**src/hdl/soc_map_pkg.sv**
```systemverilog
package soc_map_pkg;

    // ====================================================================
    // Memory regions
    // ====================================================================

    // Boot code, read only from the data bus
    localparam logic [31:0] rom_base = 32'h0000_0000;
    // 1 KiB, 256 words
    localparam logic [31:0] rom_size = 32'h0000_0400;

    // Writable RAM directly above the boot region
    localparam logic [31:0] ram_base = 32'h0000_0400;
    // 2 KiB, 512 words
    localparam logic [31:0] ram_size = 32'h0000_0800;

    // ====================================================================
    // Device registers
    // ====================================================================

    // Keyboard status, a read clears key valid
    localparam logic [31:0] key_addr = 32'h0000_3000;

    // Console data byte, write only
    localparam logic [31:0] con_addr = 32'h0000_3004;

    // Console status, tx busy flag
    localparam logic [31:0] con_stat_addr = 32'h0000_3008;

endpackage

```
**src/hdl/soc_bus_pkg.sv**
```systemverilog
package soc_bus_pkg;

    // Master request, 66 bits
    // Read enable held until read done, write strobe one cycle
    typedef struct packed {
        logic [31:0] addr;
        logic [31:0] wdata;
        logic        we;
        logic        re;
    } bus_req_t;

    // Device status word
    // Same layout for keyboard and console status reads
    typedef struct packed {
        logic        key_valid;
        logic        key_pressed;
        logic        tx_busy;
        logic [20:0] zero;
        logic [7:0]  ascii;
    } key_status_t;

    // Read data, raw memory word or status view
    typedef union packed {
        logic [31:0] raw;
        key_status_t key;
    } bus_word_u;

    // Slave response, 33 bits
    // Data valid in the single cycle that done is high
    typedef struct packed {
        bus_word_u data;
        logic      done;
    } bus_rsp_t;

    // One decoded keyboard code, 18 bits
    typedef struct packed {
        logic [7:0] scan;
        logic [7:0] ascii;
        logic       pressed;
        logic       released;
    } key_event_t;

endpackage

```
**src/hdl/bus_controller.sv**
```systemverilog
`timescale 1ns/1ps

module bus_controller (
    input  logic                    clk,
    input  logic                    KEY0,
    input  soc_bus_pkg::bus_req_t   bus_req,
    output soc_bus_pkg::bus_rsp_t   bus_rsp,
    output logic [9:0]              mem_addr,
    output logic [31:0]             mem_wdata,
    output logic                    mem_we,
    input  logic [31:0]             mem_rdata,
    input  soc_bus_pkg::key_event_t key_ev,
    output logic [7:0]              con_data,
    output logic                    con_load,
    input  logic                    con_busy
);

    // Read FSM states
    localparam logic [1:0] RD_IDLE = 2'd0;
    localparam logic [1:0] RD_MEM  = 2'd1;
    localparam logic [1:0] RD_HOLD = 2'd2;

    logic                   rom_sel;
    logic                   ram_sel;
    logic                   key_sel;
    logic                   stat_sel;
    logic                   con_sel;
    logic [1:0]             rd_state;
    logic                   rd_start;
    logic                   rd_done;
    soc_bus_pkg::bus_word_u rd_data;
    soc_bus_pkg::bus_word_u status;
    logic                   key_valid;
    logic                   key_down;
    logic [7:0]             key_ascii;
    logic                   con_wr;
    logic                   con_wr_q;
    logic                   con_start;

    // ====================================================================
    // Address decode
    // ====================================================================
    // Offset compare, wraps for addresses below the base
    assign rom_sel  = (bus_req.addr - soc_map_pkg::rom_base) < soc_map_pkg::rom_size;
    assign ram_sel  = (bus_req.addr - soc_map_pkg::ram_base) < soc_map_pkg::ram_size;
    assign key_sel  = bus_req.addr == soc_map_pkg::key_addr;
    assign stat_sel = bus_req.addr == soc_map_pkg::con_stat_addr;
    assign con_sel  = bus_req.addr == soc_map_pkg::con_addr;

    // Memory data port, absolute word index
    assign mem_addr  = bus_req.addr[11:2];
    assign mem_wdata = bus_req.wdata;
    // Boot region and unmapped writes dropped here
    assign mem_we    = bus_req.we && ram_sel;

    // Status word as seen through the union
    always_comb begin
        status.raw             = '0;
        status.key.key_valid   = key_valid;
        status.key.key_pressed = key_down;
        status.key.tx_busy     = con_busy;
        status.key.ascii       = key_ascii;
    end

    // ====================================================================
    // Read sequencing
    // ====================================================================
    // New read seen in idle
    assign rd_start = (rd_state == RD_IDLE) && bus_req.re;

    always_ff @(posedge clk or negedge KEY0) begin
        if (!KEY0) begin
            rd_state <= RD_IDLE;
            rd_done  <= 1'b0;
        end else begin
            rd_done <= 1'b0;
            case (rd_state)
                RD_IDLE: begin
                    if (bus_req.re && (rom_sel || ram_sel)) begin
                        rd_state <= RD_MEM;
                    end else if (bus_req.re) begin
                        // Devices and unmapped, one cycle
                        rd_done  <= 1'b1;
                        rd_state <= RD_HOLD;
                    end
                end
                RD_MEM: begin
                    // Memory output registered last edge
                    rd_done  <= 1'b1;
                    rd_state <= RD_HOLD;
                end
                RD_HOLD: begin
                    // Wait for the master to drop re
                    if (!bus_req.re) begin
                        rd_state <= RD_IDLE;
                    end
                end
                default: rd_state <= RD_IDLE;
            endcase
        end
    end

    always_ff @(posedge clk) begin
        if (rd_state == RD_MEM) begin
            rd_data.raw <= mem_rdata;
        end else if (rd_start && (key_sel || stat_sel)) begin
            rd_data <= status;
        end else if (rd_start) begin
            rd_data.raw <= '0;
        end
    end

    assign bus_rsp.data = rd_data;
    assign bus_rsp.done = rd_done;

    // ====================================================================
    // Keyboard status register
    // ====================================================================
    always_ff @(posedge clk or negedge KEY0) begin
        if (!KEY0) begin
            key_valid <= 1'b0;
            key_down  <= 1'b0;
            key_ascii <= 8'h00;
        end else begin
            // New make code wins over a clearing read
            if (key_ev.pressed) begin
                key_valid <= 1'b1;
                key_down  <= 1'b1;
                key_ascii <= key_ev.ascii;
            end else if (rd_start && key_sel) begin
                key_valid <= 1'b0;
            end
            if (key_ev.released) begin
                key_down <= 1'b0;
            end
        end
    end

    // ====================================================================
    // Console write trigger
    // ====================================================================
    assign con_wr    = bus_req.we && con_sel;
    // Rising edge only, busy or pending load drops it
    assign con_start = con_wr && !con_wr_q && !con_busy && !con_load;

    always_ff @(posedge clk or negedge KEY0) begin
        if (!KEY0) begin
            con_wr_q <= 1'b0;
            con_load <= 1'b0;
        end else begin
            con_wr_q <= con_wr;
            con_load <= con_start;
        end
    end

    always_ff @(posedge clk) begin
        if (con_start) begin
            con_data <= bus_req.wdata[7:0];
        end
    end

    // Master never mixes read and write
    a_rd_wr_excl: assert property (@(posedge clk) disable iff (!KEY0)
        !(bus_req.re && bus_req.we));

    // Master still holds re when read done arrives
    a_done_held: assert property (@(posedge clk) disable iff (!KEY0)
        rd_done |-> bus_req.re);

endmodule

```
**config.mk**
```make
export PLATFORM = sky130hd
export DESIGN_NAME = bus_controller
export DESIGN_NICKNAME = d
export VERILOG_FILES = /design/src/hdl/soc_map_pkg.sv /design/src/hdl/soc_bus_pkg.sv /design/src/hdl/bus_controller.sv
export SDC_FILE = /design/constraint.sdc
export NUM_CORES = 1
export LEC_CHECK = 0
export BUFFER_PORTS_ARGS = -buffer_cell sky130_fd_sc_hd__buf_2
export CAP_MARGIN = 20
export CORE_MARGIN = 2
export CORE_UTILIZATION = 35
export CTS_CLUSTER_SIZE = 12
export DETAILED_ROUTE_END_ITERATION = 16
export PLACE_DENSITY = 0.74
export SYNTH_ARGS = -nofsm -noshare
export SYNTH_HDL_FRONTEND = slang
export SYNTH_SLANG_ARGS = --single-unit
```
**constraint.sdc**
```tcl
create_clock -name clk -period 5.35 [get_ports clk]
set_input_delay 0.535 -clock clk [delete_from_list [all_inputs] [get_ports clk]]
set_output_delay 0.535 -clock clk [all_outputs]
set_load 0.05 [all_outputs]
```
==> summary by stage <==
Run status
The run finished with clean final reports.

Floorplanning
The initial core utilization is 36.1%. The overall die area is 8650 um2. The placeable core region is 7690 um2.

The count of standard-cell rows is 32. The die is 93.0 um wide. In this run the count of I/O pins placed on the die edge is 204. The vertical extent of the die is 93.0 um.

Worst setup path
The largest fanout on the critical path is 6. STA classifies the critical path endpoint as an output pin. For the worst setup path, the data required time is 4820 ps.

The nature of the critical path startpoint is a primary input. The start-to-end type of the worst setup path is primary input to output pin. At the worst endpoint, the arrival time is 2870 ps.

STA
The count of pins over their slew limit is 0. The setup slack of the critical path after layout is 1940 ps. The headroom to the max-slew limit is 50.6%. The portion of the clock cycle consumed by the worst path in the final layout is 63.7%. Setup repair after global routing left no endpoint under its margin. Setup violations remaining at the end of the flow were counted as 0. The clock skew is 11.5 ps.

The hold violation count in the final report was 0. The pin slew with the least headroom to its limit is 737 ps. The timing-limited maximum frequency is 293 MHz.

Adding up every negative setup slack in the final design gives 0 ps. The minimum clock period after layout is 3410 ps. Final hold analysis gives a worst-case slack of 108 ps.

Placed design
Port buffering added 147 buffers. The worst setup slack after placement is 1850 ps. The final weighted congestion of routability-driven global placement is 0.841. The half-perimeter wire length after detailed placement is 5180 um.

Drt
The first detailed-routing pass took 4 iterations. The post-detailed-route DRC marker count is 0. After detailed routing, the total wire length is 6510 um.

The final route contains 2,069 vias. The number of antenna-violating nets in the routed design is 0. After the first detailed-routing iteration, the DRC count stood at 37. The average wire per standard cell is 15.1 um. Dividing the detail-routed via count by the number of cells gives 4.81.

Finish
The synthesis-to-finish area growth is 23.3%. The fraction of layout cells with a size suffix above 1 is 53.7%. In the layout the commonest cells are buf_2 (147), edfxtp_1 (40), and2_1 (22). The net count of the finished layout is 448. 0 antenna diodes ended up in the layout. The share of the core filled with cells in the final layout is 44.5%. Leaving out fill and tap cells, the most frequent cell in the layout is buf_2.

CTS
The number of buffers added by the clock tree synthesis step is 5. The clock sink total is 55. Once the clock tree was built, the resizer swapped 0 gates to a different size.

The number of hold buffers added after cts is 0. The tree is rooted in a clkbuf_8. TritonCTS built the clock tree. The CTS clock-pin slew for the worst setup and hold paths is 110 ps. For the worst-skew pair, the clock arrives at the later sink with an insertion delay of 310 ps. The number of setup buffers added after CTS is 0. The longest clock path from root to sink contains 2 buffers.

The number of H-tree levels is 2.

Power
The largest vdd supply drop is 0.0000989 V. The power per cell area is 257 nW/um2. The analysis attributes to cell leakage a power of 1.55 nW.

Global route
For met2 alone, demand over resource in global routing was 25.0%. The maximum number of pins on one net before global-route repair is 34. For met3 alone, demand over resource in global routing was 4.11%. The global routing usage summed across all routing layers is 14.4%. The number of antenna violations at the first check in global routing is 0. The via count of the first global-routing pass is 1,942. Summed over all layers, the global routing overflow is 0.

The met1 track utilization from global routing is 16.3%. The first global-routing pass estimated 9630 um of wire. After global routing, the most crowded layer is met2.

Run
The max-capacitance violation count is 0.

Logic synthesis
The cell area after technology mapping is 2770 um2. The number of different library cells used by synthesis comes to 45. The count of mapped cells out of synthesis is 220. The area fraction of the dominant cell type after synthesis is 43.3%. The post-synthesis average cell area is 12.6 um2.

The synthesized netlist net count is 341. The post-synthesis sequential element count is 55. Yosys printed 0 warnings. In the post-synthesis netlist, the biggest area contributors are edfxtp_1 (43%), dfrtp_1 (14%), buf_4 (12%). The sequential-to-total area share from yosys stat is 56.8%. The most area-hungry cell type in the Yosys netlist is edfxtp_1.

Hold path
The tightest min-delay check is of the primary input to async pin type.
## registers in the layout (all words and copies together), names as in the netlist
name	cells
rd_done	1
key_valid	1
key_ascii	8
con_data	8
rd_state	2
rd_data	32
con_wr_q	1
con_load	1
key_down	1
## critical path: stages
cell     delay [ps]
buf_2           130
nor4_2          540
nand2_1         260
o32ai_1         310
nand4_1         150
nor4_2          500
and2_1          190
buf_2           260
## layer usage
layer,wire [um],part of all wire (%)
met5,0,0
met4,195,3.0
met3,718,11
met2,3280,50
met1,2310,36
## logic make-up (layout without fill, tap and decap cells)
| family | Yosys count | count (layout) | synth area share, % |
|---|---|---|---|
| buf+inv | 53 | 161 | 13.4 |
| xor+xnor | 2 | 2 | 0.632 |
| flops | 55 | 55 | 56.8 |
| compound gates | 27 | 27 | 7.67 |
| fa+ha+maj | 2 | 2 | 0.902 |
| mux | 8 | 8 | 3.25 |
| simple gates | 73 | 73 | 17.3 |
## worst paths after layout
kind	cells after the start	slack (ps)	from	to
max in group asynchronous	1	4980	KEY0	rd_state[1]
min	1	110	KEY0	key_down
max	8	1940	bus_req[49]	mem_we
min in group clk	2	360	key_ev[0]	key_down
min reg2reg	2	510	key_down	key_down
max reg2reg	4	3530	rd_state[0]	rd_data[3]
## stage by stage
stage | area, um2 | instances | power, mW
floorplan | 2770 | 220 | 0.608
global placement | 3290 | 421 | 0.606
detailed placement | 3290 | 421 | 0.608
CTS | 3410 | 429 | 0.887
global route | 3420 | 430 | 0.916
finish | 3420 | 430 | 0.877
## cells in the mapped netlist, drive strengths merged
library cell / count
or4: 5
nand4b: 1
xnor2: 2
edfxtp: 40
nor4: 7
nor2b: 2
a21oi: 2
a31oi: 1
nand2: 7
o221ai: 1
nor3b: 1
o41a: 1
and2: 22
and3: 1
ha: 2
a2bb2oi: 1
nor3: 6
o31ai: 3
nand3: 3
clkbuf: 4
nor4b: 2
or3: 2
or2: 1
dfrtp: 15
o32ai: 1
o21ai: 3
inv: 4
buf: 45
mux2: 8
nand2b: 2
o211ai: 1
o21ba: 1
nand4: 3
a21o: 1
a22o: 11
nor2: 7
and4bb: 1
## cell type report
cell class | count | area, um2
clock inverter | 3 | 46.3
inverter | 4 | 15.0
sequential | 55 | 1580
multi-input combinational | 112 | 828
fill | 731 | 4270
timing repair buffer | 149 | 758
clock buffer | 5 | 68.8
tap | 102 | 128
## report_power, final
part	leakage [nW]	switching [mW]	internal, mW
combinational	0.915	0.0816	0.0439
sequential	0.585	0.00493	0.468
clock	0.0548	0.138	0.141
total	1.55	0.224	0.653
Note: power is estimated with default switching activity, not from simulation.
