**config.mk**
```make
export PLATFORM = sky130hd
export DESIGN_NAME = console_tx
export DESIGN_NICKNAME = d
export VERILOG_FILES = /design/src/hdl/console_tx.sv
export SDC_FILE = /design/constraint.sdc
export NUM_CORES = 1
export LEC_CHECK = 0
export ABC_AREA = 1
export BUFFER_PORTS_ARGS = -buffer_cell sky130_fd_sc_hd__clkbuf_2
export CORE_UTILIZATION = 35
export CTS_CLUSTER_DIAMETER = 60
export DETAILED_ROUTE_END_ITERATION = 6
export SYNTH_ARGS = -nofsm -noshare
export SYNTH_HDL_FRONTEND = slang
export SYNTH_SLANG_ARGS = --single-unit
export TNS_END_PERCENT = 100
```
**constraint.sdc**
```tcl
create_clock -name clk -period 2.15 [get_ports clk]
set_input_delay 0.3225 -clock clk [delete_from_list [all_inputs] [get_ports clk]]
set_output_delay 0.3225 -clock clk [all_outputs]
set_load 0.01 [all_outputs]
```
**src/hdl/console_tx.sv**
```systemverilog
`timescale 1ns/1ps

module console_tx #(
    parameter int CLKS_PER_BIT = 434
) (
    input  logic       clk,
    input  logic       KEY0,
    input  logic [7:0] data,
    input  logic       load,
    output logic       busy,
    output logic       txd
);

    localparam int               DIV_W    = $clog2(CLKS_PER_BIT + 1);
    localparam logic [DIV_W-1:0] DIV_LAST = DIV_W'(CLKS_PER_BIT - 1);

    logic [DIV_W-1:0] div_cnt;
    logic [3:0]       bit_cnt;
    // Data bits then stop bit, next bit at the bottom
    logic [8:0]       shreg;

    // ====================================================================
    // 8N1 shifter
    // ====================================================================
    always_ff @(posedge clk or negedge KEY0) begin
        if (!KEY0) begin
            busy    <= 1'b0;
            txd     <= 1'b1;
            div_cnt <= '0;
            bit_cnt <= 4'd0;
            shreg   <= '1;
        end else if (load && !busy) begin
            // Start bit from the next cycle
            busy    <= 1'b1;
            txd     <= 1'b0;
            shreg   <= {1'b1, data};
            div_cnt <= '0;
            bit_cnt <= 4'd0;
        end else if (busy) begin
            if (div_cnt == DIV_LAST) begin
                div_cnt <= '0;
                if (bit_cnt == 4'd9) begin
                    // Stop bit done, line stays high
                    busy <= 1'b0;
                    txd  <= 1'b1;
                end else begin
                    bit_cnt <= bit_cnt + 4'd1;
                    txd     <= shreg[0];
                    shreg   <= {1'b1, shreg[8:1]};
                end
            end else begin
                div_cnt <= div_cnt + 1'b1;
            end
        end
    end

    // Controller holds loads back while a frame runs
    a_load_idle: assert property (@(posedge clk) disable iff (!KEY0)
        load |-> !busy);

endmodule

```
==> out/results.md, run 1 <==
| Step | Parameter | This run |
|:---|:---|:---|
| synthesis | Summed instance area of the synthesized netlist | 1326 um2 |
| sta | Final worst-path cycle share | 70.70% |
| clocking | Hold buffers post-CTS | 0 |
| synthesis | Share of the yosys chip area belonging to registers | 44.25% |
| grt | Overflow after GRT | 0 |
| clocking | Number of buffers inserted to repair setup after CTS | 0 |
| worst setup path | Capturing element type of the critical path | flip-flop |
| clocking | Num Clock Sinks | 23 |
| grt | Met2 Usage GRT | 23.54% |
| synthesis | Gate count of the mapped netlist | 180 |
| sta | Slew HR | 61.32% |
| synthesis | Post-synthesis average cell area | 7.368 um2 |
| worst setup path | Start of the worst register-to-register path | div_cnt[1] |
| worst setup path | Cell count of the worst reg-to-reg path | 8 |
| detailed routing | Average vias per placed instance | 4.498 |
| synthesis | Largest area contributor in the netlist | sky130_fd_sc_hd__dfrtp_1 |
| placement | Port Buffers | 12 |
| worst setup path | Reg-to-reg endpoint | bit_cnt[0] |
| synthesis | Number of warning messages in the yosys log | 0 |
| detailed routing | DR iter-0 viols | 83 |
| clocking | TritonCTS clock tree | built |
| power and ir drop | Total power | 1.258 mW |
| sta | Slew of the pin with the lowest slew margin | 0.5803 ns |
| finish | Ratio of cells with drive above 1 in the final layout | 19.17% |
| finish | Layout overhead on the synthesized area | 10.47% |
| die | Die Area | 4039 um2 |
| die | Initial cell density of the core | 38.24% |
| grt | Number of global-route vias before repair | 996 |
| synthesis | Area fraction of the dominant cell type after synthesis | 26.42% |
| sta | Finish-stage setup viols | 0 |
| power and ir drop | PwrDens | 858.8 nW/um2 |
| placement | RePlAce Congestion | 0.7753 |
| grt | Met3 Usage GRT | 3.986% |
| die | Die Ht | 63.56 um |
| worst setup path | Worst reg-to-reg setup slack | 0.63 ns |
| grt | GR Util All Layers | 14.23% |
| synthesis | Top cells by area in the synthesized netlist | sky130_fd_sc_hd__dfrtp_1, sky130_fd_sc_hd__nand2_1, sky130_fd_sc_hd__dfstp_2 |
| worst setup path | Arrival time worst endpoint | 1.68 ns |
| finish | Net count, final | 209 |
| synthesis | #FFs+latches synth | 23 |
| sta | Final Max Slew Viols | 0 |
| detailed routing | Router iterations before antenna repair | 4 |
| detailed routing | Post-detailed-route count of antenna-violating nets | 0 |
| clocking | Clock Tree Root | sky130_fd_sc_hd__clkbuf_8 |
| run status | Status | finished clean |
| sta | Time the worst path needs with I/O delays and setup | 1.520 ns |
| worst setup path | Required time reported for the critical path endpoint | 2.31 ns |
| finish | Antenna cells | 0 |
| clocking | Clock input transition at the sequential cells of the worst setup and hold paths | 0.08 ns |
| worst setup path | Setup Crit Path Kind | reg -> reg |
| worst setup path | Maximum fanout along the worst path | 7 |
| detailed routing | Mean routed wirelength per cell | 10.30 um |
| sta | Post-route clock skew | 0.004926 ns |
| sta | Final Hold Vio Count | 0 |
| job | Number of maximum-capacitance violations | 0 |
| worst setup path | Crit start category | flip-flop |
| sta | Maximum clock rate | 0.6579 GHz |
| clocking | Inserted Clock Buffers | 3 |
| synthesis | Number of nets produced by synthesis | 195 |
| clocking | Count of instances resized after the clock tree is built | 0 |
| clocking | Max Buffers Root-to-Sink | 2 |
| die | Row count | 21 |
| placement | Placed cell count | 235 |
| grt | Global-route wire length before repair | 4526 um |
| detailed routing | Total via count after detailed routing | 1075 |
| sta | Unrepaired setup endpoints after global routing | no |
| hold path | Path type of the worst min-delay path | in -> async |
| power and ir drop | Maximum resistive drop on vdd | 0.3886 mV |
| grt | Global-route layer with the greatest usage | met2 |
| clocking | CTS H-tree depth | 1 |
| die | Die width | 63.56 um |
| placement | Placed wire-length estimate | 1804 um |
| finish | Fin area | 1465 um2 |
| placement | Cell area after placement | 1420 um2 |
| detailed routing | Post-route DRC | 0 |
| detailed routing | Final Routed Wirelength | 2462 um |
| sta | Final-layout setup total negative slack | 0 ns |
| grt | Antenna violations before repair | 0 |
| die | Number of primary I/O pins | 13 |
| power and ir drop | P_leak | 0.7927 nW |
| grt | Met1 Use GR | 18.14% |
| finish | Number of non-filler instances in the completed layout | 239 |
| grt | Pin count of the biggest net entering global routing | 25 |
| die | Floorplan core area | 3468 um2 |
| clocking | Latest clock arrival within the worst-skew pair | 0.26 ns |
| synthesis | Number of unique standard cell types used by synthesis | 19 |
-- routing by layer --
metal  wire (um)  part of all wire [%]  up-vias
li1            -                     -      579
met1        1209                    49      481
met2        1177                    48       13
met3          66                   2.7        2
met4           8                  0.32        0
met5           0                     0        -
-- cell usage after synthesis, drive strengths merged --
cell type and instances:
o21ai 2, buf 4, dfstp 9, inv 20, nand3 22, nand2 76
nand4 3, o22ai 1, ha 4, or2 1, nor2 17, xor2 7
dfrtp 14
-- per-stage QoR --
step / utilization (%) / setup WS [ns] / hold WS [ns]
floorplan: - / 0.8687 / 0.02691
CTS: 42.24 / 0.6033 / 0.05048
global route: 42.24 / 0.4362 / 0.07689
detailed placement: 40.95 / 0.6304 / 0.3485
finish: 42.24 / 0.6299 / 0.03721
global placement: 40.95 / 0.6891 / 0.3484
-- worst max path at each step --
stage	startpoint	endpoint	slack (ns)	depth (start not counted)
2_1_floorplan	div_cnt[1]	bit_cnt[0]	0.87	8
3_3_place_gp	div_cnt[1]	bit_cnt[0]	0.69	8
3_5_place_dp	div_cnt[1]	bit_cnt[0]	0.63	8
4_1_cts	div_cnt[1]	shreg[0]	0.60	8
5_1_grt	div_cnt[1]	shreg[0]	0.44	8
6_report	div_cnt[1]	bit_cnt[0]	0.63	8
-- power breakdown --
part	internal, mW	switching [mW]	leakage, nW	total, mW
clock network	0.132	0.139	0.0228	0.271
logic	0.141	0.185	0.510	0.326
registers	0.544	0.117	0.260	0.661
total	0.818	0.441	0.793	1.26
-- registers in the layout, indices dropped and copies added (netlist names) --
signal,count
txd,1
shreg,8
div_cnt,9
busy,1
bit_cnt,4
-- kinds of logic after synthesis --
kind of cell | share of synthesized area (%)
flip-flops | 44.25
XOR/XNOR | 4.623
AND/OR/NAND/NOR | 38.11
AO/OA/AOI/OAI | 1.227
adder cells (fa/ha/maj) | 3.774
buffers and inverters | 8.018
-- final cells by class --
class | instances | area [um2]
well taps | 46 | 57.56
flip-flops and latches | 23 | 586.8
clock buffers | 4 | 45.04
inverters | 20 | 75.07
multi-input cells | 133 | 633.1
repair buffers | 13 | 67.56
fillers | 383 | 2003
-- critical path: stages, from the launching register on --
cell and delay, ns:
sky130_fd_sc_hd__dfrtp_1 0.40, sky130_fd_sc_hd__inv_1 0.08, sky130_fd_sc_hd__ha_1 0.16, sky130_fd_sc_hd__nand2_1 0.07, sky130_fd_sc_hd__nor2_2 0.12, sky130_fd_sc_hd__nand4_2 0.22, sky130_fd_sc_hd__buf_4 0.23, sky130_fd_sc_hd__nand3_1 0.06
sky130_fd_sc_hd__nand2_1 0.06
-- cells in the final DEF, fill, tap and decap left out --
cell                        n
sky130_fd_sc_hd__clkbuf_8   3
sky130_fd_sc_hd__inv_1     16
sky130_fd_sc_hd__xor2_1     7
sky130_fd_sc_hd__o21ai_0    2
sky130_fd_sc_hd__nand3_1   22
sky130_fd_sc_hd__or2_2      1
sky130_fd_sc_hd__dfrtp_1   14
sky130_fd_sc_hd__dfstp_2    9
sky130_fd_sc_hd__nand4_2    1
sky130_fd_sc_hd__ha_1       4
sky130_fd_sc_hd__nand4_1    2
sky130_fd_sc_hd__nand2_2    3
sky130_fd_sc_hd__nor2_1    14
sky130_fd_sc_hd__buf_4      1
sky130_fd_sc_hd__nor2_2     3
sky130_fd_sc_hd__clkbuf_2  12
sky130_fd_sc_hd__nand2_1   73
sky130_fd_sc_hd__o22ai_1    1
sky130_fd_sc_hd__clkbuf_1   1
sky130_fd_sc_hd__inv_2      4
(Power assumes the default switching activity.)
==> run 2, diff against run 1 <==
==> constraint.sdc (replaced) <==
create_clock -name clk -period 1.4 [get_ports clk]
set_input_delay 0.21 -clock clk [delete_from_list [all_inputs] [get_ports clk]]
set_output_delay 0.21 -clock clk [all_outputs]
set_load 0.01 [all_outputs]
==> run 2 against run 1 <==
  * Final cell count rose by 3.3%
  * Final area grew 8.5%
  * Sequential share of layout area is 3.1 points lower
  * Via count rose by 5.9%
  * Clock-buffer cell count unchanged
  * Die area stayed put
  * Register-to-register slack worse by 0.61 ns
  * Critical path depth did not move
  * Wire length grew 9.6%
  * Clock skew increased by 0.00061 ns
  * Critical path type unchanged
  * Power rose by 61%
==> out/results.md, run 2 (synthesized netlist as in run 1, its figures left out) <==
| Step | Parameter | This run |
|:---|:---|:---|
| power and ir drop | Maximum resistive drop on vdd | 0.6163 mV |
| worst setup path | Maximum fanout along the worst path | 5 |
| grt | Global-route wire length before repair | 4609 um |
| placement | RePlAce Congestion | 0.8724 |
| sta | Unrepaired setup endpoints after global routing | yes |
| detailed routing | Post-route DRC | 0 |
| power and ir drop | P_leak | 0.8465 nW |
| finish | Most frequent cells in the layout | sky130_fd_sc_hd__nand2_1, sky130_fd_sc_hd__nand3_1, sky130_fd_sc_hd__inv_1 |
| worst setup path | Critical path cell sequence | inv_2 > ha_2 > nand2_2 > nor2_4 > nand4_4 > buf_4 > nand3_1 > nand2_1 |
| clocking | CTS H-tree depth | 1 |
| die | Number of primary I/O pins | 13 |
| sta | Final Hold Vio Count | 0 |
| job | Number of maximum-capacitance violations | 0 |
| worst setup path | Setup Crit Path Kind | reg -> reg |
| finish | Flip-flop count of the largest register, all copies and words added | 9 |
| finish | Net count, final | 217 |
| worst setup path | Family with the most delay on the worst path | simple AND/OR/NAND/NOR gates |
| placement | Cell area after placement | 1450 um2 |
| clocking | Latest clock arrival within the worst-skew pair | 0.26 ns |
| grt | Met2 Usage GRT | 24.60% |
| grt | Global-route layer with the greatest usage | met2 |
| placement | Placed wire-length estimate | 1867 um |
| power and ir drop | Clock power frac | 20.7% |
| sta | Post-route clock skew | 0.005537 ns |
| power and ir drop | Combinational share of power | 29.1% |
| finish | Ratio of cells with drive above 1 in the final layout | 27.86% |
| sta | Final-layout setup total negative slack | 0 ns |
| clocking | Clock Tree Root | sky130_fd_sc_hd__clkbuf_8 |
| detailed routing | DR iter-0 viols | 54 |
| worst setup path | Start of the worst register-to-register path | div_cnt[1] |
| worst setup path | Worst reg-to-reg setup slack | 0.02 ns |
| sta | Slew HR | 60.85% |
| worst setup path | Capturing element type of the critical path | flip-flop |
| power and ir drop | Power spent charging and discharging nets | 0.7150 mW |
| worst setup path | Origin of the worst setup path | div_cnt[1] |
| power and ir drop | Sequential group share of total power | 50.2% |
| sta | Final setup slack of the worst path | 0.02184 ns |
| worst setup path | WP depth | 8 |
| clocking | Num Clock Sinks | 23 |
| finish | Utilization after layout | 45.85% |
| die | Row count | 21 |
| finish | Fin area | 1590 um2 |
| placement | Place WS | 0.04304 ns |
| grt | Antenna violations before repair | 0 |
| die | Die Ht | 63.56 um |
| worst setup path | Required time reported for the critical path endpoint | 1.60 ns |
| die | Initial cell density of the core | 38.24% |
| detailed routing | Average vias per placed instance | 4.607 |
| finish | FF/Latch Area | 588.1 um2 |
| worst setup path | Worst path buffer plus inverter count | 2 |
| clocking | Inserted Clock Buffers | 3 |
| die | Die width | 63.56 um |
| detailed routing | Mean routed wirelength per cell | 10.92 um |
| finish | Layout overhead on the synthesized area | 19.91% |
| sta | Final worst-path cycle share | 98.44% |
| sta | Maximum clock rate | 0.7256 GHz |
| detailed routing | Total via count after detailed routing | 1138 |
| worst setup path | Reg-to-reg endpoint | shreg[1] |
| finish | Leading cell type in the layout, fill and taps excluded | sky130_fd_sc_hd__nand2_1 |
| detailed routing | Post-detailed-route count of antenna-violating nets | 0 |
| sta | Final Max Slew Viols | 0 |
| die | Floorplan core area | 3468 um2 |
| worst setup path | Crit start category | flip-flop |
| grt | Number of global-route vias before repair | 1073 |
| placement | Port Buffers | 12 |
| worst setup path | Master of the slowest instance on the critical path | sky130_fd_sc_hd__dfrtp_1 |
| power and ir drop | Cell-internal power | 1.309 mW |
| sta | Finish-stage setup viols | 0 |
| finish | Final-layout fill cell count | 374 |
| grt | Pin count of the biggest net entering global routing | 24 |
| detailed routing | Final Routed Wirelength | 2698 um |
| finish | Registers with the highest flip-flop counts | div_cnt (9), shreg (8), bit_cnt (4) |
| grt | Met1 Use GR | 18.11% |
| power and ir drop | PwrDens | 1273 nW/um2 |
| detailed routing | Router iterations before antenna repair | 4 |
| hold path | Hold Path Depth | 5 |
| grt | Overflow after GRT | 0 |
| power and ir drop | Total power | 2.024 mW |
| grt | GR Util All Layers | 14.44% |
| finish | Antenna cells | 0 |
| power and ir drop | Switching share of power | 35.32% |
| worst setup path | Arrival time worst endpoint | 1.58 ns |
| worst setup path | Max stage delay on crit path | 0.41 ns |
| clocking | Clock input transition at the sequential cells of the worst setup and hold paths | 0.09 ns |
| run status | Status | finished clean |
| worst setup path | Crit path capture | shreg[1] |
| grt | Met3 Usage GRT | 3.623% |
| sta | Slew of the pin with the lowest slew margin | 0.5872 ns |
| worst setup path | Cell count of the worst reg-to-reg path | 8 |
| clocking | Max Buffers Root-to-Sink | 2 |
| clocking | TritonCTS clock tree | built |
| sta | Time the worst path needs with I/O delays and setup | 1.378 ns |
| finish | Area taken by multi-input logic gates | 690.7 um2 |
| die | Die Area | 4039 um2 |
| finish | Largest reg by FF count | div_cnt |
| hold path | Path type of the worst min-delay path | in -> reg |
run 2: cell count changes in the layout (fill, tap and decap cells not counted), moves of 2 or more:
cell and delta:
sky130_fd_sc_hd__nand3_2 +3, sky130_fd_sc_hd__nand3_1 -3, sky130_fd_sc_hd__nand2_1 -3, sky130_fd_sc_hd__nand2_4 +2
sky130_fd_sc_hd__nor2_1 -2, sky130_fd_sc_hd__buf_4 +6
run 2: how the worst min path moves through the flow:
stage / start / to / slack [ns]
after floorplan: KEY0 / bit_cnt[0] / -0.09
after global placement: KEY0 / div_cnt[4] / 0.24
after detailed placement: KEY0 / div_cnt[4] / 0.24
after CTS: data[3] / shreg[3] / 0.21
after global routing: data[7] / shreg[7] / 0.23
final: data[3] / shreg[3] / 0.21
run 2: per-stage QoR:
step | hold WS [ns] | instances
finish | 0.2103 | 247
global placement | 0.2406 | 239
CTS | 0.2097 | 244
global route | 0.2262 | 247
detailed placement | 0.2397 | 239
floorplan | -0.08559 | 180
run 2: power by group through the flow:
stage               clock [mW]  sequential [mW]  combinational [mW]
global placement             0             1.02               0.509
detailed placement           0             1.02               0.517
floorplan                    0            0.980               0.413
finish                   0.419             1.02               0.589
global route             0.452             1.05               0.689
CTS                      0.437             1.01               0.523
run 2: cell type report:
class,count,area share (%)
Sequential cell,23,36.98
Tap cell,46,3.619
Clock buffer,4,2.832
Inverter,20,4.721
Timing Repair Buffer,21,8.419
Multi-Input combinational cell,133,43.43
run 2: routing by layer:
metal	up-vias	routed length (um)
li1	595	-
met1	524	1250
met2	17	1358
met3	2	80
met4	0	8
met5	-	0
run 2: timing repair:
action | 4_1_cts | 5_1_grt
endpoints found under the hold margin | 14 | 0
pin swaps | 0 | 6
setup buffers | 0 | 2
setup endpoints to repair | 2 | 22
resized for setup | 0 | 19
hold buffers | 1 | 0
cloned | 0 | 1
run 2: worst reg2reg max path, cell delays in order, from the launching register on:
cell	delay, ns
sky130_fd_sc_hd__dfrtp_1	0.41
sky130_fd_sc_hd__inv_2	0.07
sky130_fd_sc_hd__ha_2	0.18
sky130_fd_sc_hd__nand2_2	0.07
sky130_fd_sc_hd__nor2_4	0.15
sky130_fd_sc_hd__nand4_4	0.12
sky130_fd_sc_hd__buf_4	0.19
sky130_fd_sc_hd__nand3_1	0.07
sky130_fd_sc_hd__nand2_1	0.06
