File: src/hdl/soc_bus_pkg.sv
package soc_bus_pkg;

    // Master request, 66 bits
    // Read enable held until read done, write strobe one cycle
    typedef struct packed {
        logic [31:0] addr;
        logic [31:0] wdata;
        logic        we;
        logic        re;
    } bus_req_t;

    // Device status word
    // Same layout for keyboard and console status reads
    typedef struct packed {
        logic        key_valid;
        logic        key_pressed;
        logic        tx_busy;
        logic [20:0] zero;
        logic [7:0]  ascii;
    } key_status_t;

    // Read data, raw memory word or status view
    typedef union packed {
        logic [31:0] raw;
        key_status_t key;
    } bus_word_u;

    // Slave response, 33 bits
    // Data valid in the single cycle that done is high
    typedef struct packed {
        bus_word_u data;
        logic      done;
    } bus_rsp_t;

    // One decoded keyboard code, 18 bits
    typedef struct packed {
        logic [7:0] scan;
        logic [7:0] ascii;
        logic       pressed;
        logic       released;
    } key_event_t;

endpackage

File: src/hdl/ps2_receiver.sv
`timescale 1ns/1ps

module ps2_receiver (
    input  logic                    clk,
    input  logic                    KEY0,
    input  logic                    ps2_clk,
    input  logic                    ps2_dat,
    output soc_bus_pkg::key_event_t key_ev
);

    logic [2:0]  clk_sync;
    logic [1:0]  dat_sync;
    logic        clk_fall;
    logic [10:0] shreg;
    logic [10:0] frame;
    logic [3:0]  bit_cnt;
    logic        frame_ok;
    logic        brk;

    // Set 2 scan codes, lower case letters and digits
    function automatic logic [7:0] scan_to_ascii(input logic [7:0] code);
        case (code)
            8'h1C: scan_to_ascii = "a";
            8'h32: scan_to_ascii = "b";
            8'h21: scan_to_ascii = "c";
            8'h23: scan_to_ascii = "d";
            8'h24: scan_to_ascii = "e";
            8'h2B: scan_to_ascii = "f";
            8'h34: scan_to_ascii = "g";
            8'h33: scan_to_ascii = "h";
            8'h43: scan_to_ascii = "i";
            8'h3B: scan_to_ascii = "j";
            8'h42: scan_to_ascii = "k";
            8'h4B: scan_to_ascii = "l";
            8'h3A: scan_to_ascii = "m";
            8'h31: scan_to_ascii = "n";
            8'h44: scan_to_ascii = "o";
            8'h4D: scan_to_ascii = "p";
            8'h15: scan_to_ascii = "q";
            8'h2D: scan_to_ascii = "r";
            8'h1B: scan_to_ascii = "s";
            8'h2C: scan_to_ascii = "t";
            8'h3C: scan_to_ascii = "u";
            8'h2A: scan_to_ascii = "v";
            8'h1D: scan_to_ascii = "w";
            8'h22: scan_to_ascii = "x";
            8'h35: scan_to_ascii = "y";
            8'h1A: scan_to_ascii = "z";
            8'h45: scan_to_ascii = "0";
            8'h16: scan_to_ascii = "1";
            8'h1E: scan_to_ascii = "2";
            8'h26: scan_to_ascii = "3";
            8'h25: scan_to_ascii = "4";
            8'h2E: scan_to_ascii = "5";
            8'h36: scan_to_ascii = "6";
            8'h3D: scan_to_ascii = "7";
            8'h3E: scan_to_ascii = "8";
            8'h46: scan_to_ascii = "9";
            default: scan_to_ascii = 8'h00;
        endcase
    endfunction

    // ====================================================================
    // Line sync and frame shifter
    // ====================================================================
    always_ff @(posedge clk or negedge KEY0) begin
        if (!KEY0) begin
            // Both lines idle high
            clk_sync <= 3'b111;
            dat_sync <= 2'b11;
        end else begin
            clk_sync <= {clk_sync[1:0], ps2_clk};
            dat_sync <= {dat_sync[0], ps2_dat};
        end
    end

    // Device changes data on rising, sample on falling
    assign clk_fall = clk_sync[2] && !clk_sync[1];
    // LSB first, so new bit enters at the top
    assign frame    = {dat_sync[1], shreg[10:1]};
    // Start low, stop high, odd parity over data and parity
    assign frame_ok = !frame[0] && frame[10] && (^frame[9:1]);

    always_ff @(posedge clk or negedge KEY0) begin
        if (!KEY0) begin
            shreg   <= '0;
            bit_cnt <= 4'd0;
        end else if (clk_fall) begin
            shreg   <= frame;
            bit_cnt <= (bit_cnt == 4'd10) ? 4'd0 : bit_cnt + 4'd1;
        end
    end

    // ====================================================================
    // Make and break tracking
    // ====================================================================
    always_ff @(posedge clk or negedge KEY0) begin
        if (!KEY0) begin
            key_ev <= '0;
            brk    <= 1'b0;
        end else begin
            key_ev.pressed  <= 1'b0;
            key_ev.released <= 1'b0;
            // Eleventh bit closes the frame
            if (clk_fall && (bit_cnt == 4'd10) && frame_ok) begin
                if (frame[8:1] == 8'hF0) begin
                    brk <= 1'b1;
                end else begin
                    key_ev.scan     <= frame[8:1];
                    key_ev.ascii    <= scan_to_ascii(frame[8:1]);
                    key_ev.pressed  <= !brk;
                    key_ev.released <= brk;
                    brk             <= 1'b0;
                end
            end
        end
    end

endmodule

File: config.mk
export PLATFORM = sky130hd
export DESIGN_NAME = ps2_receiver
export DESIGN_NICKNAME = d
export VERILOG_FILES = /design/src/hdl/soc_bus_pkg.sv /design/src/hdl/ps2_receiver.sv
export SDC_FILE = /design/constraint.sdc
export NUM_CORES = 1
export LEC_CHECK = 0
export BUFFER_PORTS_ARGS = -buffer_cell sky130_fd_sc_hd__buf_4
export CORE_MARGIN = 2
export CORE_UTILIZATION = 50
export DETAILED_ROUTE_END_ITERATION = 8
export PLACE_DENSITY = 0.66
export SYNTH_ARGS = -nofsm -noshare
export SYNTH_HDL_FRONTEND = slang
export SYNTH_SLANG_ARGS = --single-unit
File: constraint.sdc
create_clock -name clk -period 3.55 [get_ports clk]
set_input_delay 0.5325 -clock clk [delete_from_list [all_inputs] [get_ports clk]]
set_output_delay 0.5325 -clock clk [all_outputs]
set_load 0.01 [all_outputs]
==> flow_summary.yaml, run 1 <==
grt:
  grtUsageTotal: 0.229
  grt_pass1_wl_um: 9280
  grt_max_degree: 38
  grt_pass1_vias: 1813
  grt_overflow: 0
  antenna_found_initial: 0
run:
  cap_violations: 0
clock_tree:
  cts-buffers-inserted: 5
  clk_latency_ps: 300
  cts.sinks: 37
  cts_resized: 0
  root_buffer: "clkbuf_8"
  clk_transition_reported_paths_ps: 80
  cts_hold_buf: 0
  cts_buffer_depth: 2
  cts_tree: "built"
  ctsHtreeMaxLevel: 2
  cts_setup_buffers: 0
layout:
  nFillCells: 411
  antenna_cells: 0
  fin_util: 0.594
  area_growth_pct: 11.8
  layout.nets: 283
  drive_above_1_share: 0.215
pwr:
  internal_power_uw: 914
  power.density_mw_per_mm2: 573
  power_leakage_uw: 0.00116
  combPwrFrac: 0.431
  pwr-share-seq: 0.367
  finalPower_uw: 1510
  clkPwrFrac: 0.201
  p_switching_uw: 598
  peakVddDrop_uv: 322
  netSwitchingFraction: 0.395
synth:
  seq_area_frac_synth: 0.395
  synth_nets: 267
  synth_seq_cells: 37
  synth_edf_count: 0
  syn_avg_cell_area_um2: 9.33
  synth_cells: 253
  async_reset_ff_frac: 1.00
  synth_top_area_cell: "dfrtp_1"
  synth_cell_types: 54
  synth_area_mm2: 0.00236
  yosys.area.top_type_share: 0.339
  synth_area_leaders: "dfrtp_1 (34%), dfstp_2 (5.6%), ha_1 (5.3%)"
  synth_warnings: 0
  ys.flop_type: "dfrtp_1"
detailed_routing:
  drc_errors: 0
  antenna_left: 0
  wl_per_cell_um: 17.2
  vias: 1927
  drtIter0Drc: 173
  wl_um: 5530
  viasPerCell: 5.98
  dr.pass1.iters: 4
critical_path:
  worst_setup_path_start_kind: "flip-flop"
  critPathArrivalTime_ps: 2930
  ff2ff_setup_slack_ps: 810
  cp_max_fo: 16
  path_class: "flip-flop to flip-flop"
  critical_path.endpoint_type: "flip-flop"
  required_ps: 3730
timing:
  rsz0062_at_grt: "no"
  fin_skew_ps: 6.08
  tns_ps: 0
  fin_crit_sh: 0.773
  finalSetupViolCount: 0
  min_period_ps: 2740
  final_hold_viol_count: 0
  max_slew_margin: 0.548
  final_max_slew_viol_count: 0
  worst_slew_pin_slew_ps: 677
  clock.fmax_mhz: 365
floorplan:
  start_util: 0.531
  die_area_mm2: 0.00529
  fp-row-count: 24
  core_area_mm2: 0.00444
  die_h_um: 72.7
  pin_count: 22
  die_width_um: 72.7
placed_design:
  io_buffers: 20
  dpl.hpwl_um: 3760
  gp_congestion: 0.875
outcome:
  status: "complete, no violations"
min_path:
  min_path_type: "primary input to async pin"
flip-flops by register name (all words and copies together) (netlist names):
register  flops
bit_cnt       4
brk           1
clk_sync      3
dat_sync      2
key_ev       17
shreg        10
cells by family after synthesis:
logic type / after synthesis / synth area share
other cells: 1 / 0.00159
mux: 14 / 0.0753
xor+xnor: 5 / 0.0281
buf+inv: 26 / 0.0461
flops: 37 / 0.395
compound gates: 70 / 0.192
fa+ha+maj: 10 / 0.0530
simple gates: 90 / 0.209
power groups by stage:
stage	Sequential [uW]	Clock, uW	Combinational [uW]
global placement	562	0	642
CTS	555	316	647
detailed placement	563	0	645
floorplan	555	0	485
finish	555	305	652
global route	567	323	725
critical path: stages, from the launching register on:
cell     delay (ps)
dfrtp_1         460
inv_1           180
ha_1            410
xnor3_2         490
xnor2_2         170
nor4_4          260
buf_4           290
mux2_2          360
synthesized netlist by cell type, types with 2 or more instances:
| cell | instances |
|---|---|
| and3_1 | 2 |
| a21o_1 | 3 |
| and2_1 | 3 |
| a221oi_1 | 2 |
| nand2b_1 | 10 |
| or3_1 | 3 |
| a31oi_1 | 4 |
| dfrtp_1 | 32 |
| nand4_1 | 2 |
| a211o_1 | 2 |
| nor4_1 | 2 |
| nor3b_1 | 4 |
| mux2_4 | 6 |
| xnor2_1 | 3 |
| nand3_1 | 5 |
| nand3b_1 | 2 |
| inv_1 | 8 |
| nor2_1 | 7 |
| dfstp_2 | 5 |
| o22ai_1 | 3 |
| o2111ai_1 | 2 |
| nor2b_1 | 11 |
| ha_1 | 10 |
| or2_2 | 3 |
| o21ai_0 | 24 |
| nand2_1 | 30 |
| mux2_2 | 6 |
| a311oi_1 | 3 |
| nor3_1 | 2 |
| o211ai_1 | 3 |
| a211oi_1 | 2 |
| mux2i_1 | 2 |
| a21oi_1 | 11 |
| clkbuf_1 | 16 |
layout by cell type (no fill, tap or decap), types with 4 or more instances in the layout:
cell and n:
dfrtp_1 32, nand3_1 5, clkbuf_8 5, ha_1 10, mux2_4 6, buf_4 27
nor3b_1 4, nor2b_1 11, nor2_1 7, o21ai_0 24, nand2b_1 10, nand2_1 30
a31oi_1 4, mux2_2 6, dfstp_2 5, a21oi_1 11, inv_1 8
metrics by stage:
step	hold slack [ps]	instance area, um2	worst slack [ps]	std cells
final	189	2640	807	322
after global routing	228	2640	619	322
after CTS	206	2640	801	322
after detailed placement	349	2550	793	314
after global placement	346	2550	877	314
after floorplan	237	2360	709	253
final timing paths:
path,endpoint,depth (start not counted),from
max in group asynchronous,dat_sync[0],1,KEY0
max,key_ev[17],7,shreg[2]
min reg2reg,dat_sync[1],0,dat_sync[0]
min in group clk,dat_sync[0],1,ps2_dat
max reg2reg,key_ev[17],7,shreg[2]
min,key_ev[5],1,KEY0
area by class of cell:
class                   count  area, um2  share of cell area
repair buffers             27        203              0.0768
clock buffers               5       68.8              0.0261
flip-flops and latches     37        932               0.353
well taps                  52       65.1              0.0246
inverters                   8       30.0              0.0114
multi-input cells         190       1320               0.500
clock inverters             3       21.3             0.00806
per-layer routing:
| layer | routed length (um) | track usage | up-vias |
|---|---|---|---|
| li1 | - | - | 947 |
| met1 | 2660 | 0.348 | 907 |
| met2 | 2470 | 0.327 | 67 |
| met3 | 319 | 0.0373 | 6 |
| met4 | 76 | 0.0844 | 0 |
| met5 | 0 | 0 | - |
No activity file was read; power rests on OpenSTA's default activity.
==> inputs of run 2 (changes only) <==
--- a/config.mk
+++ b/config.mk
@@ -9,7 +9,7 @@
 export CORE_MARGIN = 2
 export CORE_UTILIZATION = 50
 export DETAILED_ROUTE_END_ITERATION = 8
-export PLACE_DENSITY = 0.66
+export PLACE_DENSITY = 0.69
 export SYNTH_ARGS = -nofsm -noshare
 export SYNTH_HDL_FRONTEND = slang
 export SYNTH_SLANG_ARGS = --single-unit
==> constraint.sdc (replaced) <==
create_clock -name clk -period 2.35 [get_ports clk]
set_input_delay 0.3525 -clock clk [delete_from_list [all_inputs] [get_ports clk]]
set_output_delay 0.3525 -clock clk [all_outputs]
set_load 0.01 [all_outputs]
==> run 2 against run 1 <==
  * Clock skew grew 4.8 ps
  * Clock power grew 82%
  * Sequential power up 48%
  * Sequential cell count unchanged
  * Critical endpoint is now key_ev[7]
  * Largest cell class unchanged
==> flow_summary.yaml, run 2 (synthesis gave the netlist of run 1 again) <==
critical_path:
  ff2ff_setup_slack_ps: 170
  startpoint: "shreg[4]"
  required_ps: 2530
  reg2reg_to: "key_ev[7]"
  cp_max_fo: 16
  path_class: "flip-flop to flip-flop"
  cp-endpoint: "key_ev[7]"
  worst_setup_path_start_kind: "flip-flop"
  ff2ff_path_depth: 7
  critPathArrivalTime_ps: 2360
  critical_path.endpoint_type: "flip-flop"
  r2r-start: "shreg[4]"
placed_design:
  dpl.hpwl_um: 3740
  io_buffers: 20
  place_ws_ps: 143
  gp_congestion: 0.976
timing:
  final_hold_viol_count: 0
  worst_slew_pin_slew_ps: 660
  fin_crit_sh: 0.928
  setup_ws_ps: 170
  clock.fmax_mhz: 459
  final_max_slew_viol_count: 0
  fin_skew_ps: 10.9
  max_slew_margin: 0.559
  min_period_ps: 2180
  rsz0062_at_grt: "no"
  tns_ps: 0
  finalSetupViolCount: 0
clock_tree:
  cts_resized: 0
  cts-buffers-inserted: 5
  cts.sinks: 37
  cts_buffer_depth: 2
  clk_transition_reported_paths_ps: 80
  root_buffer: "clkbuf_8"
  cts_setup_buffers: 0
  ctsHtreeMaxLevel: 2
  cts_hold_buf: 0
  cts_tree: "built"
  clk_latency_ps: 290
detailed_routing:
  viasPerCell: 5.85
  drtIter0Drc: 286
  vias: 1938
  wl_um: 5410
  drc_errors: 0
  wl_per_cell_um: 16.3
  dr.pass1.iters: 4
  antenna_left: 0
grt:
  grt_pass1_vias: 1730
  grtUsageTotal: 0.217
  grt_max_degree: 38
  grtUsageMet2: 0.321
  grt_pass1_wl_um: 8800
  grtUsageMet3: 0.0483
  grt_overflow: 0
  grt_util_met1: 0.317
  busiest_layer: "met2"
  antenna_found_initial: 0
pwr:
  internal_power_uw: 1540
  p_switching_uw: 922
  peakVddDrop_uv: 526
  finalPower_uw: 2460
  clkPwrFrac: 0.225
  power_leakage_uw: 0.00122
  power.density_mw_per_mm2: 891
  netSwitchingFraction: 0.375
  combPwrFrac: 0.442
  pwr-share-seq: 0.333
floorplan:
  fp-row-count: 24
  start_util: 0.531
  die_width_um: 72.7
  die_area_mm2: 0.00529
  core_area_mm2: 0.00444
  pin_count: 22
  die_h_um: 72.7
layout:
  drive_above_1_share: 0.254
  antenna_cells: 0
  layout.nets: 292
  layout_common_cells: "buf_4 (35), dfrtp_1 (32), nand2_1 (30), o21ai_0 (24)"
  final_common_cell: "buf_4"
  regMostFlops: "key_ev"
  reg.largest.list: "key_ev x17, shreg x10, bit_cnt x4"
  multi_input_area_mm2: 0.00134
  seqCellArea_um2: 932
  largest_reg_flops: 17
  area_growth_pct: 17.1
  nFillCells: 379
min_path:
  min_path_type: "primary input to async pin"
run:
  cap_violations: 0
outcome:
  status: "complete, no violations"
## run 2: changes by cell type in the layout (fill, tap and decap cells not counted), sizes merged
cell	before	now
bufinv	0	1
buf	27	36
clkinvlp	1	0
## run 2: worst min path at each step
stage | start | to | slack (ps) | cells after the start
global placement | KEY0 | key_ev[3] | 330 | 1
floorplan | KEY0 | bit_cnt[0] | 60 | 0
CTS | KEY0 | key_ev[8] | 20 | 1
global route | KEY0 | key_ev[8] | 30 | 1
detailed placement | KEY0 | key_ev[3] | 340 | 1
finish | KEY0 | key_ev[8] | 8 | 1
## run 2: layer usage
layer / part of all wire / routed length [um]
met1: 0.47 / 2530
met2: 0.47 / 2540
met3: 0.047 / 257
met4: 0.017 / 93
met5: 0 / 0
## run 2: power groups by stage
stage                     Sequential (uW)  Clock [uW]  Combinational [uW]
after floorplan                       839           0                 762
after global placement                829           0                1050
after detailed placement              832           0                1060
after CTS                             821         574                1070
after global routing                  835         602                1180
final                                 821         554                1090
## run 2: worst max-delay path: stages, from the launching register on
cell	delay [ps]
dfrtp_1	360
inv_2	70
ha_4	260
xnor3_2	450
xnor2_2	190
nor4_4	210
buf_12	190
mux2_2	330
## run 2: cell type report
cell class / instances / area share
clock inverters: 3 / 0.0158
multi-input cells: 190 / 0.484
inverters: 8 / 0.0118
flip-flops and latches: 37 / 0.337
repair buffers: 36 / 0.102
well taps: 52 / 0.0235
clock buffers: 5 / 0.0249
## run 2: stage by stage
| step | hold slack (ps) | util | cell area [um2] | std cells |
|---|---|---|---|---|
| global placement | 331 | 0.595 | 2650 | 323 |
| global route | 29.6 | 0.622 | 2760 | 331 |
| detailed placement | 341 | 0.595 | 2650 | 323 |
| floorplan | 56.9 | - | 2410 | 253 |
| finish | 7.52 | 0.622 | 2760 | 331 |
| CTS | 19.8 | 0.620 | 2760 | 331 |
==> inputs of run 3 (changes only) <==
==> constraint.sdc (replaced) <==
create_clock -name clk -period 2 [get_ports clk]
set_input_delay 0.3 -clock clk [delete_from_list [all_inputs] [get_ports clk]]
set_output_delay 0.3 -clock clk [all_outputs]
set_load 0.01 [all_outputs]
==> run 3 against run 2 <==
  * Hold slack improved by 99 ps
  * Largest cell class unchanged
  * Register-to-register slack worse by 330 ps
  * The run now ends with negative setup slack left
  * Die area unchanged
  * Critical path type unchanged
==> flow_summary.yaml, run 3 (synthesis gave the netlist of run 1 again) <==
layout:
  reg.largest.list: "key_ev x17, shreg x10, bit_cnt x4"
  nFillCells: 397
  seqCellArea_um2: 932
  layout_common_cells: "buf_4 (48), dfrtp_1 (32), nand2_1 (30), o21ai_0 (21)"
  multi_input_area_mm2: 0.00135
  area_growth_pct: 21.3
  layout.cells.non_filler: 345
  final_area_mm2: 0.00286
  drive_above_1_share: 0.297
  regMostFlops: "key_ev"
  largest_reg_flops: 17
  antenna_cells: 0
  layout.nets: 306
  final_common_cell: "buf_4"
grt:
  grt_pass1_wl_um: 10200
  grt_pass1_vias: 1997
  grt_overflow: 0
  grt_max_degree: 38
  antenna_found_initial: 0
  grtUsageTotal: 0.254
clock_tree:
  clk_transition_reported_paths_ps: 80
  clk_latency_ps: 290
  cts_tree: "built"
  cts.sinks: 37
  cts-buffers-inserted: 5
  cts_buffer_depth: 2
  ctsHtreeMaxLevel: 2
  root_buffer: "clkbuf_8"
floorplan:
  core_area_mm2: 0.00444
  fp-row-count: 24
  die_width_um: 72.7
  pin_count: 22
  die_area_mm2: 0.00529
  start_util: 0.531
  die_h_um: 72.7
detailed_routing:
  vias: 2005
  wl_met3_um: 314
  top_layer_used: "met4"
  dr.pass1.iters: 4
  viasPerCell: 5.81
  wl_um: 5870
  wl_met2_um: 2620
  antenna_left: 0
  m1WireLength_um: 2830
  drtIter0Drc: 257
  wl_per_cell_um: 17.0
  drc_errors: 0
critical_path:
  path_class: "flip-flop to flip-flop"
  crit_chain: "inv_4 > ha_4 > xnor3_2 > xnor2_2 > nor4_4 > buf_12 > mux2_2"
  max_stage_delay_ps: 430
  critPathArrivalTime_ps: 2340
  critical-path-slowest-cell: "xnor3_2"
  worst_setup_path_start_kind: "flip-flop"
  cp_max_fo: 12
  required_ps: 2180
  critical_path.endpoint_type: "flip-flop"
timing:
  setup_ws_ps: -160
  final_max_slew_viol_count: 0
  min_period_ps: 2160
  final_hold_viol_count: 0
  clock.fmax_mhz: 463
  rsz0062_at_grt: "yes"
  holdWs_ps: 107
  finalSetupViolCount: 14
  fin_crit_sh: 1.08
  fin_skew_ps: 3.62
pwr:
  internal_power_uw: 1780
  peakVddDrop_uv: 533
  combPwrFrac: 0.485
  power_leakage_uw: 0.00128
  clkPwrFrac: 0.188
  power.density_mw_per_mm2: 1020
  p_switching_uw: 1140
  pwr-share-seq: 0.327
  netSwitchingFraction: 0.390
placed_design:
  place_area_mm2: 0.00273
  io_buffers: 20
  placed_cells: 334
  gp_congestion: 0.902
  dpl.hpwl_um: 3990
outcome:
  status: "finished with violations"
  violations: "negative setup slack"
min_path:
  min_path_type: "primary input to flip-flop"
run:
  cap_violations: 0
-- run 3: repair_timing --
item,in CTS,in global routing
gates resized for setup,1,4
pin swaps,1,1
endpoints found under the hold margin,32,0
endpoints found under the setup margin,16,16
hold buffers,1,0
setup buffers,1,1
-- run 3: through the flow --
stage | utilization | power (uW) | worst slack (ps) | setup TNS [ps]
floorplan | - | 1880 | -450 | -5620
global placement | 0.614 | 2320 | -121 | -1320
detailed placement | 0.614 | 2340 | -163 | -1800
CTS | 0.639 | 2900 | -178 | -1950
global route | 0.644 | 3140 | -236 | -2870
finish | 0.644 | 2910 | -160 | -1690
-- run 3: final cells by class --
class | instances | area share
clock buffers | 5 | 0.0240
clock inverters | 3 | 0.00743
inverters | 8 | 0.0114
multi-input cells | 190 | 0.472
flip-flops and latches | 37 | 0.326
well taps | 52 | 0.0227
repair buffers | 50 | 0.136
-- run 3: final timing paths --
kind	startpoint	endpoint	cells after the start	slack [ps]
max in group asynchronous	KEY0	clk_sync[0]	2	1150
worst min register to register	dat_sync[0]	dat_sync[1]	0	360
worst max-delay path	shreg[5]	key_ev[10]	7	-160
worst max register to register	shreg[5]	key_ev[10]	7	-160
min in group asynchronous	KEY0	bit_cnt[1]	2	500
worst min-delay path	ps2_clk	clk_sync[0]	1	110
-- run 3: metal layers --
layer  track usage  up-vias
met2         0.349       62
met1         0.395      956
met4        0.0967        0
met3        0.0470        7
li1              -      980
met5             0        -
-- run 3: critical path, delay by kind of cell (launching register included) --
kind          cells  cell delay [ps]
fa+ha+maj         1              250
xor+xnor          2              610
buf+inv           2              240
simple gates      1              200
flops             1              400
mux               1              340
-- run 3: power by group through the flow --
stage	combinational (uW)	sequential (uW)	clock, uW
6_report	1410	952	547
5_1_grt	1570	967	597
4_1_cts	1390	952	560
3_5_place_dp	1370	964	0
3_3_place_gp	1360	959	0
2_1_floorplan	895	986	0
